**config.mk**
```make
export PLATFORM = sky130hd
export DESIGN_NAME = decodeStage
export DESIGN_NICKNAME = d
export VERILOG_FILES = /design/src/rvPkg.sv /design/src/aluDecoder.sv /design/src/controlUnit.sv /design/src/immExtend.sv /design/src/registerFile.sv /design/src/pipeReg.sv /design/src/decodeStage.sv
export SDC_FILE = /design/constraint.sdc
export NUM_CORES = 2
export LEC_CHECK = 0
export ABC_AREA = 0
export BUFFER_PORTS_ARGS = -buffer_cell sky130_fd_sc_hd__buf_2
export CAP_MARGIN = 20
export CORE_ASPECT_RATIO = 0.9
export CORE_MARGIN = 2
export CORE_UTILIZATION = 35
export CTS_CLUSTER_SIZE = 28
export DETAILED_ROUTE_END_ITERATION = 10
export GPL_ROUTABILITY_DRIVEN = 0
export PLACE_DENSITY = 0.62
export SLEW_MARGIN = 20
export SYNTH_ARGS = -nofsm -noshare
export SYNTH_HDL_FRONTEND = slang
export SYNTH_SLANG_ARGS = --single-unit
```
**constraint.sdc**
```tcl
create_clock -name clk -period 2.8 [get_ports clk]
set_clock_uncertainty 0.05 [all_clocks]
set_input_delay 0.42 -clock clk [delete_from_list [all_inputs] [get_ports clk]]
set_output_delay 0.42 -clock clk [all_outputs]
set_load 0.02 [all_outputs]
```
**src/rvPkg.sv**
```systemverilog
`default_nettype none

package rvPkg;

    localparam int XLEN       = 32;
    localparam int REG_ADDR_W = 5;

    localparam logic [6:0] OP_R      = 7'b0110011;
    localparam logic [6:0] OP_I      = 7'b0010011;
    localparam logic [6:0] OP_LOAD   = 7'b0000011;
    localparam logic [6:0] OP_STORE  = 7'b0100011;
    localparam logic [6:0] OP_BRANCH = 7'b1100011;
    localparam logic [6:0] OP_LUI    = 7'b0110111;
    localparam logic [6:0] OP_AUIPC  = 7'b0010111;
    localparam logic [6:0] OP_JAL    = 7'b1101111;
    localparam logic [6:0] OP_JALR   = 7'b1100111;

    typedef enum logic [1:0] {
        ALUOP_ADD    = 2'b00,
        ALUOP_BRANCH = 2'b01,
        ALUOP_FUNCT  = 2'b10,
        ALUOP_PASSB  = 2'b11
    } aluOp_t;

    typedef enum logic [3:0] {
        ALU_ADD   = 4'b0000,
        ALU_SUB   = 4'b0001,
        ALU_AND   = 4'b0010,
        ALU_OR    = 4'b0011,
        ALU_XOR   = 4'b0100,
        ALU_SLL   = 4'b0101,
        ALU_SRL   = 4'b0110,
        ALU_SRA   = 4'b0111,
        ALU_SLT   = 4'b1000,
        ALU_SLTU  = 4'b1001,
        ALU_PASSB = 4'b1010
    } aluCtrl_t;

    typedef enum logic [2:0] {
        IMM_I    = 3'b000,
        IMM_S    = 3'b001,
        IMM_B    = 3'b010,
        IMM_U    = 3'b011,
        IMM_J    = 3'b100,
        IMM_NONE = 3'b111 // Immediate is zero
    } immSrc_t;

    typedef enum logic [1:0] {
        RES_ALU = 2'b00,
        RES_MEM = 2'b01,
        RES_PC4 = 2'b10
    } resultSrc_t;

    typedef enum logic [2:0] {
        MEM_NONE  = 3'b000,
        MEM_WORD  = 3'b001,
        MEM_HALF  = 3'b010,
        MEM_BYTE  = 3'b011,
        MEM_HALFU = 3'b100,
        MEM_BYTEU = 3'b101
    } memMode_t;

    typedef struct packed {
        logic [XLEN-1:0] instr;
        logic [XLEN-1:0] pc;
        logic [XLEN-1:0] pcPlus4;
    } fetchBundle_t;

    typedef struct packed {
        logic       regWrite;
        resultSrc_t resultSrc;
        logic       memWrite;
        logic       memRead;
        logic       jump;
        logic       branch;
        aluCtrl_t   aluControl;
        logic       aluSrc;
        logic       srcAPc;     // Operand A is the PC
        memMode_t   memMode;
        logic       illegal;
    } ctrlBundle_t;

    typedef struct packed {
        ctrlBundle_t           ctrl;
        logic [XLEN-1:0]       rd1;
        logic [XLEN-1:0]       rd2;
        logic [XLEN-1:0]       immExt;
        logic [XLEN-1:0]       pc;
        logic [XLEN-1:0]       pcPlus4;
        logic [REG_ADDR_W-1:0] rs1;
        logic [REG_ADDR_W-1:0] rs2;
        logic [REG_ADDR_W-1:0] rd;
        logic [2:0]            funct3; // Branch condition for execute
    } decodeBundle_t;

endpackage

`default_nettype wire

```
**src/aluDecoder.sv**
```systemverilog
`timescale 1ns/10ps
`default_nettype none

module aluDecoder
    import rvPkg::*;
(
    input  aluOp_t     aluOp,
    input  logic       opBit5,
    input  logic [2:0] funct3,
    input  logic       funct7Bit5,
    output aluCtrl_t   aluControl
);

    always_comb begin
        case (aluOp)
            ALUOP_ADD:   aluControl = ALU_ADD;
            ALUOP_PASSB: aluControl = ALU_PASSB; // lui
            ALUOP_BRANCH: begin
                case (funct3)
                    3'b100,
                    3'b101:  aluControl = ALU_SLT;  // blt, bge
                    3'b110,
                    3'b111:  aluControl = ALU_SLTU; // bltu, bgeu
                    default: aluControl = ALU_SUB;  // beq, bne
                endcase
            end
            default: begin
                case (funct3)
                    3'b000: begin
                        // Only R-type has a sub form
                        if (opBit5 && funct7Bit5) aluControl = ALU_SUB;
                        else aluControl = ALU_ADD;
                    end
                    3'b001: aluControl = ALU_SLL;
                    3'b010: aluControl = ALU_SLT;
                    3'b011: aluControl = ALU_SLTU;
                    3'b100: aluControl = ALU_XOR;
                    3'b101: begin
                        if (funct7Bit5) aluControl = ALU_SRA;
                        else aluControl = ALU_SRL;
                    end
                    3'b110: aluControl = ALU_OR;
                    default: aluControl = ALU_AND;
                endcase
            end
        endcase
    end

endmodule

`default_nettype wire

```
**src/controlUnit.sv**
```systemverilog
`timescale 1ns/10ps
`default_nettype none

module controlUnit
    import rvPkg::*;
(
    input  logic [XLEN-1:0] instr,
    output ctrlBundle_t     ctrl,
    output immSrc_t         immSrc
);

    logic [6:0]  opcode;
    logic [2:0]  funct3;
    aluOp_t      aluOp;
    aluCtrl_t    aluCtrl;
    ctrlBundle_t mainCtrl;
    logic        isLoad;
    logic        isStore;

    assign opcode = instr[6:0];
    assign funct3 = instr[14:12];

    always_comb begin
        mainCtrl = '0;
        immSrc   = IMM_NONE;
        aluOp    = ALUOP_ADD;
        isLoad   = 1'b0;
        isStore  = 1'b0;
        case (opcode)
            OP_R: begin
                mainCtrl.regWrite = 1'b1;
                aluOp             = ALUOP_FUNCT;
            end
            OP_I: begin
                mainCtrl.regWrite = 1'b1;
                mainCtrl.aluSrc   = 1'b1;
                immSrc            = IMM_I;
                aluOp             = ALUOP_FUNCT;
            end
            OP_LOAD: begin
                mainCtrl.regWrite  = 1'b1;
                mainCtrl.aluSrc    = 1'b1;
                mainCtrl.memRead   = 1'b1;
                mainCtrl.resultSrc = RES_MEM;
                immSrc             = IMM_I;
                isLoad             = 1'b1;
            end
            OP_STORE: begin
                mainCtrl.aluSrc   = 1'b1;
                mainCtrl.memWrite = 1'b1;
                immSrc            = IMM_S;
                isStore           = 1'b1;
            end
            OP_BRANCH: begin
                mainCtrl.branch = 1'b1;
                immSrc          = IMM_B;
                aluOp           = ALUOP_BRANCH; // Compare rs1 with rs2
            end
            OP_LUI: begin
                mainCtrl.regWrite = 1'b1;
                mainCtrl.aluSrc   = 1'b1;
                immSrc            = IMM_U;
                aluOp             = ALUOP_PASSB;
            end
            OP_AUIPC: begin
                mainCtrl.regWrite = 1'b1;
                mainCtrl.aluSrc   = 1'b1;
                mainCtrl.srcAPc   = 1'b1; // PC plus upper immediate
                immSrc            = IMM_U;
            end
            OP_JAL: begin
                mainCtrl.regWrite  = 1'b1;
                mainCtrl.jump      = 1'b1;
                mainCtrl.resultSrc = RES_PC4;
                immSrc             = IMM_J;
            end
            OP_JALR: begin
                mainCtrl.regWrite  = 1'b1;
                mainCtrl.jump      = 1'b1;
                mainCtrl.aluSrc    = 1'b1; // Target is rs1 plus imm
                mainCtrl.resultSrc = RES_PC4;
                immSrc             = IMM_I;
            end
            default: mainCtrl.illegal = 1'b1;
        endcase

        if (isLoad || isStore) begin
            case (funct3)
                3'b000:  mainCtrl.memMode = MEM_BYTE;
                3'b001:  mainCtrl.memMode = MEM_HALF;
                3'b010:  mainCtrl.memMode = MEM_WORD;
                3'b100:  mainCtrl.memMode = isLoad ? MEM_BYTEU : MEM_NONE;
                3'b101:  mainCtrl.memMode = isLoad ? MEM_HALFU : MEM_NONE;
                default: mainCtrl.memMode = MEM_NONE;
            endcase
        end
    end

    always_comb begin
        ctrl            = mainCtrl;
        ctrl.aluControl = aluCtrl;
    end

    aluDecoder aluDecoder_inst (
        .aluOp      (aluOp),
        .opBit5     (opcode[5]),
        .funct3     (funct3),
        .funct7Bit5 (instr[30]),
        .aluControl (aluCtrl)
    );

endmodule

`default_nettype wire

```
**src/immExtend.sv**
```systemverilog
`timescale 1ns/10ps
`default_nettype none

module immExtend
    import rvPkg::*;
(
    input  logic [XLEN-1:0] instr,
    input  immSrc_t         immSrc,
    output logic [XLEN-1:0] immExt
);

    logic sign;

    assign sign = instr[31];

    always_comb begin
        case (immSrc)
            IMM_I: immExt = {{20{sign}}, instr[31:20]};
            IMM_S: immExt = {{20{sign}}, instr[31:25], instr[11:7]};
            IMM_B: begin
                immExt = {{20{sign}}, instr[7], instr[30:25], instr[11:8], 1'b0};
            end
            IMM_U: immExt = {instr[31:12], 12'b0};
            IMM_J: begin
                // Offset bits are scrambled across the word
                immExt = {{12{sign}}, instr[19:12], instr[20], instr[30:21], 1'b0};
            end
            default: immExt = '0;
        endcase
    end

endmodule

`default_nettype wire

```
**src/registerFile.sv**
```systemverilog
`timescale 1ns/10ps
`default_nettype none

module registerFile
    import rvPkg::*;
(
    input  logic                  clk,
    input  logic                  reset,
    input  logic [REG_ADDR_W-1:0] rs1,
    input  logic [REG_ADDR_W-1:0] rs2,
    output logic [XLEN-1:0]       rd1,
    output logic [XLEN-1:0]       rd2,
    input  logic                  writeEnable,
    input  logic [REG_ADDR_W-1:0] writeAddr,
    input  logic [XLEN-1:0]       writeData
);

    logic [XLEN-1:0] regs [2**REG_ADDR_W];
    logic            writeValid;

    assign writeValid = writeEnable && (writeAddr != '0); // x0 stays zero

    always_ff @(posedge clk) begin
        if (reset) begin
            for (int i = 0; i < 2**REG_ADDR_W; i++) begin
                regs[i] <= '0;
            end
        end else if (writeValid) begin
            regs[writeAddr] <= writeData;
        end
    end

    // Write-first bypass
    assign rd1 = (rs1 == '0) ? '0 :
                 (writeValid && writeAddr == rs1) ? writeData : regs[rs1];
    assign rd2 = (rs2 == '0) ? '0 :
                 (writeValid && writeAddr == rs2) ? writeData : regs[rs2];

endmodule

`default_nettype wire

```
**src/pipeReg.sv**
```systemverilog
`timescale 1ns/10ps
`default_nettype none

module pipeReg #(
    parameter type payload_t = logic
) (
    input  logic     clk,
    input  logic     reset,
    input  logic     hold,
    input  logic     bubble,
    input  payload_t d,
    output payload_t q
);

    always_ff @(posedge clk) begin
        if (reset || bubble) begin
            q <= '0; // Flush wins over hold
        end else if (!hold) begin
            q <= d;
        end
    end

endmodule

`default_nettype wire

```
**src/decodeStage.sv**
```systemverilog
`timescale 1ns/10ps
`default_nettype none

module decodeStage
    import rvPkg::*;
(
    input  logic                  clk,
    input  logic                  reset,
    input  fetchBundle_t          fetch,
    input  logic                  stallD,
    input  logic                  flushD,
    input  logic                  flushE,
    input  logic                  wbRegWrite,
    input  logic [REG_ADDR_W-1:0] wbRd,
    input  logic [XLEN-1:0]       wbResult,
    output decodeBundle_t         execute,
    output logic [REG_ADDR_W-1:0] rs1D,
    output logic [REG_ADDR_W-1:0] rs2D
);

    fetchBundle_t    fetchD;
    ctrlBundle_t     ctrlD;
    immSrc_t         immSrcD;
    logic [XLEN-1:0] immExtD;
    logic [XLEN-1:0] rd1D;
    logic [XLEN-1:0] rd2D;
    decodeBundle_t   decodeD;

    pipeReg #(
        .payload_t (fetchBundle_t)
    ) ifIdReg (
        .clk    (clk),
        .reset  (reset),
        .hold   (stallD),
        .bubble (flushD),
        .d      (fetch),
        .q      (fetchD)
    );

    assign rs1D = fetchD.instr[19:15];
    assign rs2D = fetchD.instr[24:20];

    controlUnit controlUnit_inst (
        .instr  (fetchD.instr),
        .ctrl   (ctrlD),
        .immSrc (immSrcD)
    );

    immExtend immExtend_inst (
        .instr  (fetchD.instr),
        .immSrc (immSrcD),
        .immExt (immExtD)
    );

    registerFile registerFile_inst (
        .clk         (clk),
        .reset       (reset),
        .rs1         (rs1D),
        .rs2         (rs2D),
        .rd1         (rd1D),
        .rd2         (rd2D),
        .writeEnable (wbRegWrite),
        .writeAddr   (wbRd),
        .writeData   (wbResult)
    );

    assign decodeD = '{
        ctrl:    ctrlD,
        rd1:     rd1D,
        rd2:     rd2D,
        immExt:  immExtD,
        pc:      fetchD.pc,
        pcPlus4: fetchD.pcPlus4,
        rs1:     rs1D,
        rs2:     rs2D,
        rd:      fetchD.instr[11:7],
        funct3:  fetchD.instr[14:12]
    };

    pipeReg #(
        .payload_t (decodeBundle_t)
    ) idExReg (
        .clk    (clk),
        .reset  (reset),
        .hold   (1'b0), // Execute never stalls here
        .bubble (flushE),
        .d      (decodeD),
        .q      (execute)
    );

endmodule

`default_nettype wire

```
==> results.py <==
metrics = {
    "clock_tree": {
        "clkSlewWorstSetupHoldPaths_ns": 0.06,
        "cts-buffers-inserted": 143,
        "clockRootBuffer": "clkbuf_16",
        "cts_setup_buffers": 0,
        "cts_buffer_depth": 3,
        "cts_tree": "built",
        "clock_latency_ns": 0.82,
        "htreeDepth": 4,
        "cts_num_sinks": 1315,
    },
    "worst_hold_path": {
        "whs_path_depth": 3,
        "hold_path.class": "in2reg",
    },
    "status": {
        "status": "completed",
    },
    "yosys": {
        "synth_top_area_cell": "edfxtp_1",
        "ys_seq_elements": 1315,
        "avgSynthCellArea_sq_um": 13.6,
        "synth_enable_flop_cells": 1024,
        "ys_seq_area_frac": 0.570,
        "synthTopCellsByArea": "edfxtp_1 (48%), mux4_2 (11%), and2_1 (11%), dfxtp_1 (9.1%), mux2i_1 (7.8%)",
        "ys.flop_type": "edfxtp_1",
        "async_flop_share": 0,
        "ys_warn_count": 0,
        "synth_area_sq_um": 64100,
        "synth_cell_types": 55,
        "synthCells": 4715,
        "synth_top_area_frac": 0.480,
    },
    "die": {
        "fp.dieArea_sq_um": 187000,
        "die_x_um": 455,
        "die_h_um": 410,
        "initial_utilization": 0.351,
        "fp.coreArea_sq_um": 183000,
        "ioPinCount": 344,
        "rows": 149,
    },
    "drt": {
        "avgViaCountPerCell": 5.82,
        "dr.pass1.iters": 6,
        "antenna_left": 0,
        "drc": 0,
        "drt_iter0_markers": 6588,
        "wire_per_inst_um": 30.9,
        "num_vias": 44800,
        "routed_wl_um": 237000,
    },
    "sta": {
        "holdWs_ns": 0.0518,
        "finalCriticalPeriod_ns": 2.67,
        "setup-tns-final_ns": 0,
        "fmax_ghz": 0.374,
        "finalCritPeriodShare": 0.954,
        "maxSlewViolCount": 0,
        "post-route-worst-setup-slack_ns": 0.129,
        "setup_viol": 0,
        "rsz0062_at_grt": "no",
        "tightestPinTransition_ns": 0.938,
        "slew_headroom": 0.367,
        "finalHoldViolCount": 0,
    },
    "global_routing": {
        "busiest_layer": "met2",
        "grt_use_met1": 0.339,
        "track_usage": 0.249,
        "grt_pass1_vias": 43700,
        "grt.overflow.total": 0,
        "grt_pass1_wl_um": 330000,
        "antenna_found_initial": 22,
        "met3_usage": 0.0684,
        "use_met2": 0.377,
        "grt_max_degree": 88,
    },
    "place": {
        "pre_cts_slack_ns": 0.0671,
        "dpl.hpwl_um": 147000,
        "port-buffer-count": 343,
    },
    "power_and_ir_drop": {
        "seqPwrFrac": 0.495,
        "ir_worst_vdd_mv": 0.613,
        "internal_power_uw": 34200,
        "powerDensity_nw_per_um2": 598,
        "clkPwrFrac": 0.416,
        "switching_share": 0.248,
        "p_switching_uw": 11300,
        "p_comb_frac": 0.089,
        "total_power_uw": 45500,
        "p_leak_uw": 0.0266,
    },
    "layout": {
        "areaGrowthSynthToFinish_pct": 18.6,
        "drive_gt1_frac": 0.249,
        "nets": 5290,
    },
    "critical_path": {
        "cp_data_arrival_time_ns": 3.30,
        "endpoint_kind": "register",
        "start_kind": "register",
        "worst_r2r_path_depth": 7,
        "worstPathRequired_ns": 3.43,
        "worstPathMaxFanout": 26,
        "crit_type": "reg2reg",
    },
    "job": {
        "drv_cap": 0,
    },
}
==> cell type report <==
cell class / instances / area (sq um)
antenna: 12 / 30.0
clock buffer: 213 / 4050
clock inverter: 48 / 566
fill: 16600 / 107000
inverter: 3 / 11.3
multi-input combinational: 2942 / 25800
sequential: 1315 / 36600
tap: 2416 / 3020
timing repair buffer: 746 / 5950
==> cell usage after synthesis (20+ instances only) <==
library cell and instances:
a21oi_1 49, a211oi_1 58, clkbuf_1 324, a32o_1 64, buf_4 47, and2_1 1086
or2_2 33, nand3_1 41, nand2_1 146, buf_2 92, mux2_2 39, o221ai_1 64
nor2b_1 41, o22ai_1 62, edfxtp_1 1024, mux2i_1 502, nor2_1 166, o21ai_0 71
a221o_1 26, dfxtp_1 291, a22oi_1 20, mux4_2 324
==> sequential cells by signal, indices dropped and copies added, names as in the netlist <==
signal                  count
idExReg.q                 195
registerFile_inst.regs   1024
ifIdReg.q                  96
==> stage by stage <==
step | utilization | area (sq um) | cells
final | 0.416 | 76000 | 7695
after global routing | 0.416 | 76000 | 7687
after CTS | 0.416 | 76000 | 7683
after detailed placement | 0.385 | 70400 | 7326
after global placement | 0.385 | 70400 | 7326
after floorplan | - | 64200 | 4746
==> cells in the final DEF, fill, tap and decap left out, drive strengths merged, types with 32 or more instances in the layout <==
cell type,synthesis,layout
a32o,64,64
buf,162,650
clkbuf,324,213
clkinv,0,34
a21oi,49,49
mux2i,502,502
dlygate4sd3,0,96
dfxtp,291,291
mux4,324,324
o22ai,62,62
nand2,146,146
o221ai,64,64
conb,1,32
or2,33,33
o21ai,74,74
a211oi,58,58
nor2,166,166
and2,1086,1086
nor2b,42,42
edfxtp,1024,1024
mux2,39,39
nand3,41,41
==> final timing paths <==
path / end / start / slack [ns]
max: idExReg.q[173] / ifIdReg.q[79] / 0.13
min: ifIdReg.q[43] / stallD / 0.05
max reg2reg: idExReg.q[173] / ifIdReg.q[79] / 0.13
min reg2reg: idExReg.q[57] / ifIdReg.q[39] / 0.40
==> power groups by stage <==
stage / registers [uW] / logic, uW / clock network [uW]
after floorplan: 22700 / 2250 / 0
after global placement: 22800 / 3840 / 0
after detailed placement: 22900 / 3870 / 0
after CTS: 22500 / 4000 / 19100
after global routing: 22600 / 4220 / 19900
final: 22500 / 4050 / 18900
==> cell families after synthesis <==
| kind of cell | share of synthesized area |
|---|---|
| compound gates | 0.0548 |
| xor+xnor | 0.00137 |
| buf+inv | 0.0343 |
| flops | 0.570 |
| mux | 0.199 |
| other cells | 0.0000585 |
| simple gates | 0.140 |
==> worst max-delay path, stage by stage, from the launching register on <==
cell      delay [ns]
dfxtp_4         0.49
buf_12          0.25
buf_12          0.27
buf_12          0.19
mux4_2          0.54
a211oi_2        0.27
nand2_1         0.15
a32o_1          0.28
==> repair_timing <==
action / CTS / global route
endpoints found under the setup margin: 0 / 1
hold buffers: 96 / 0
endpoints found under the hold margin: 96 / 0
resized for setup: 0 / 1
==> routing by layer <==
metal | wire length [um] | share of wire
met1 | 93500 | 0.39
met2 | 105000 | 0.44
met3 | 28900 | 0.12
met4 | 9630 | 0.041
met5 | 11 | 0.000046
Power figures use the tool's default switching activity.
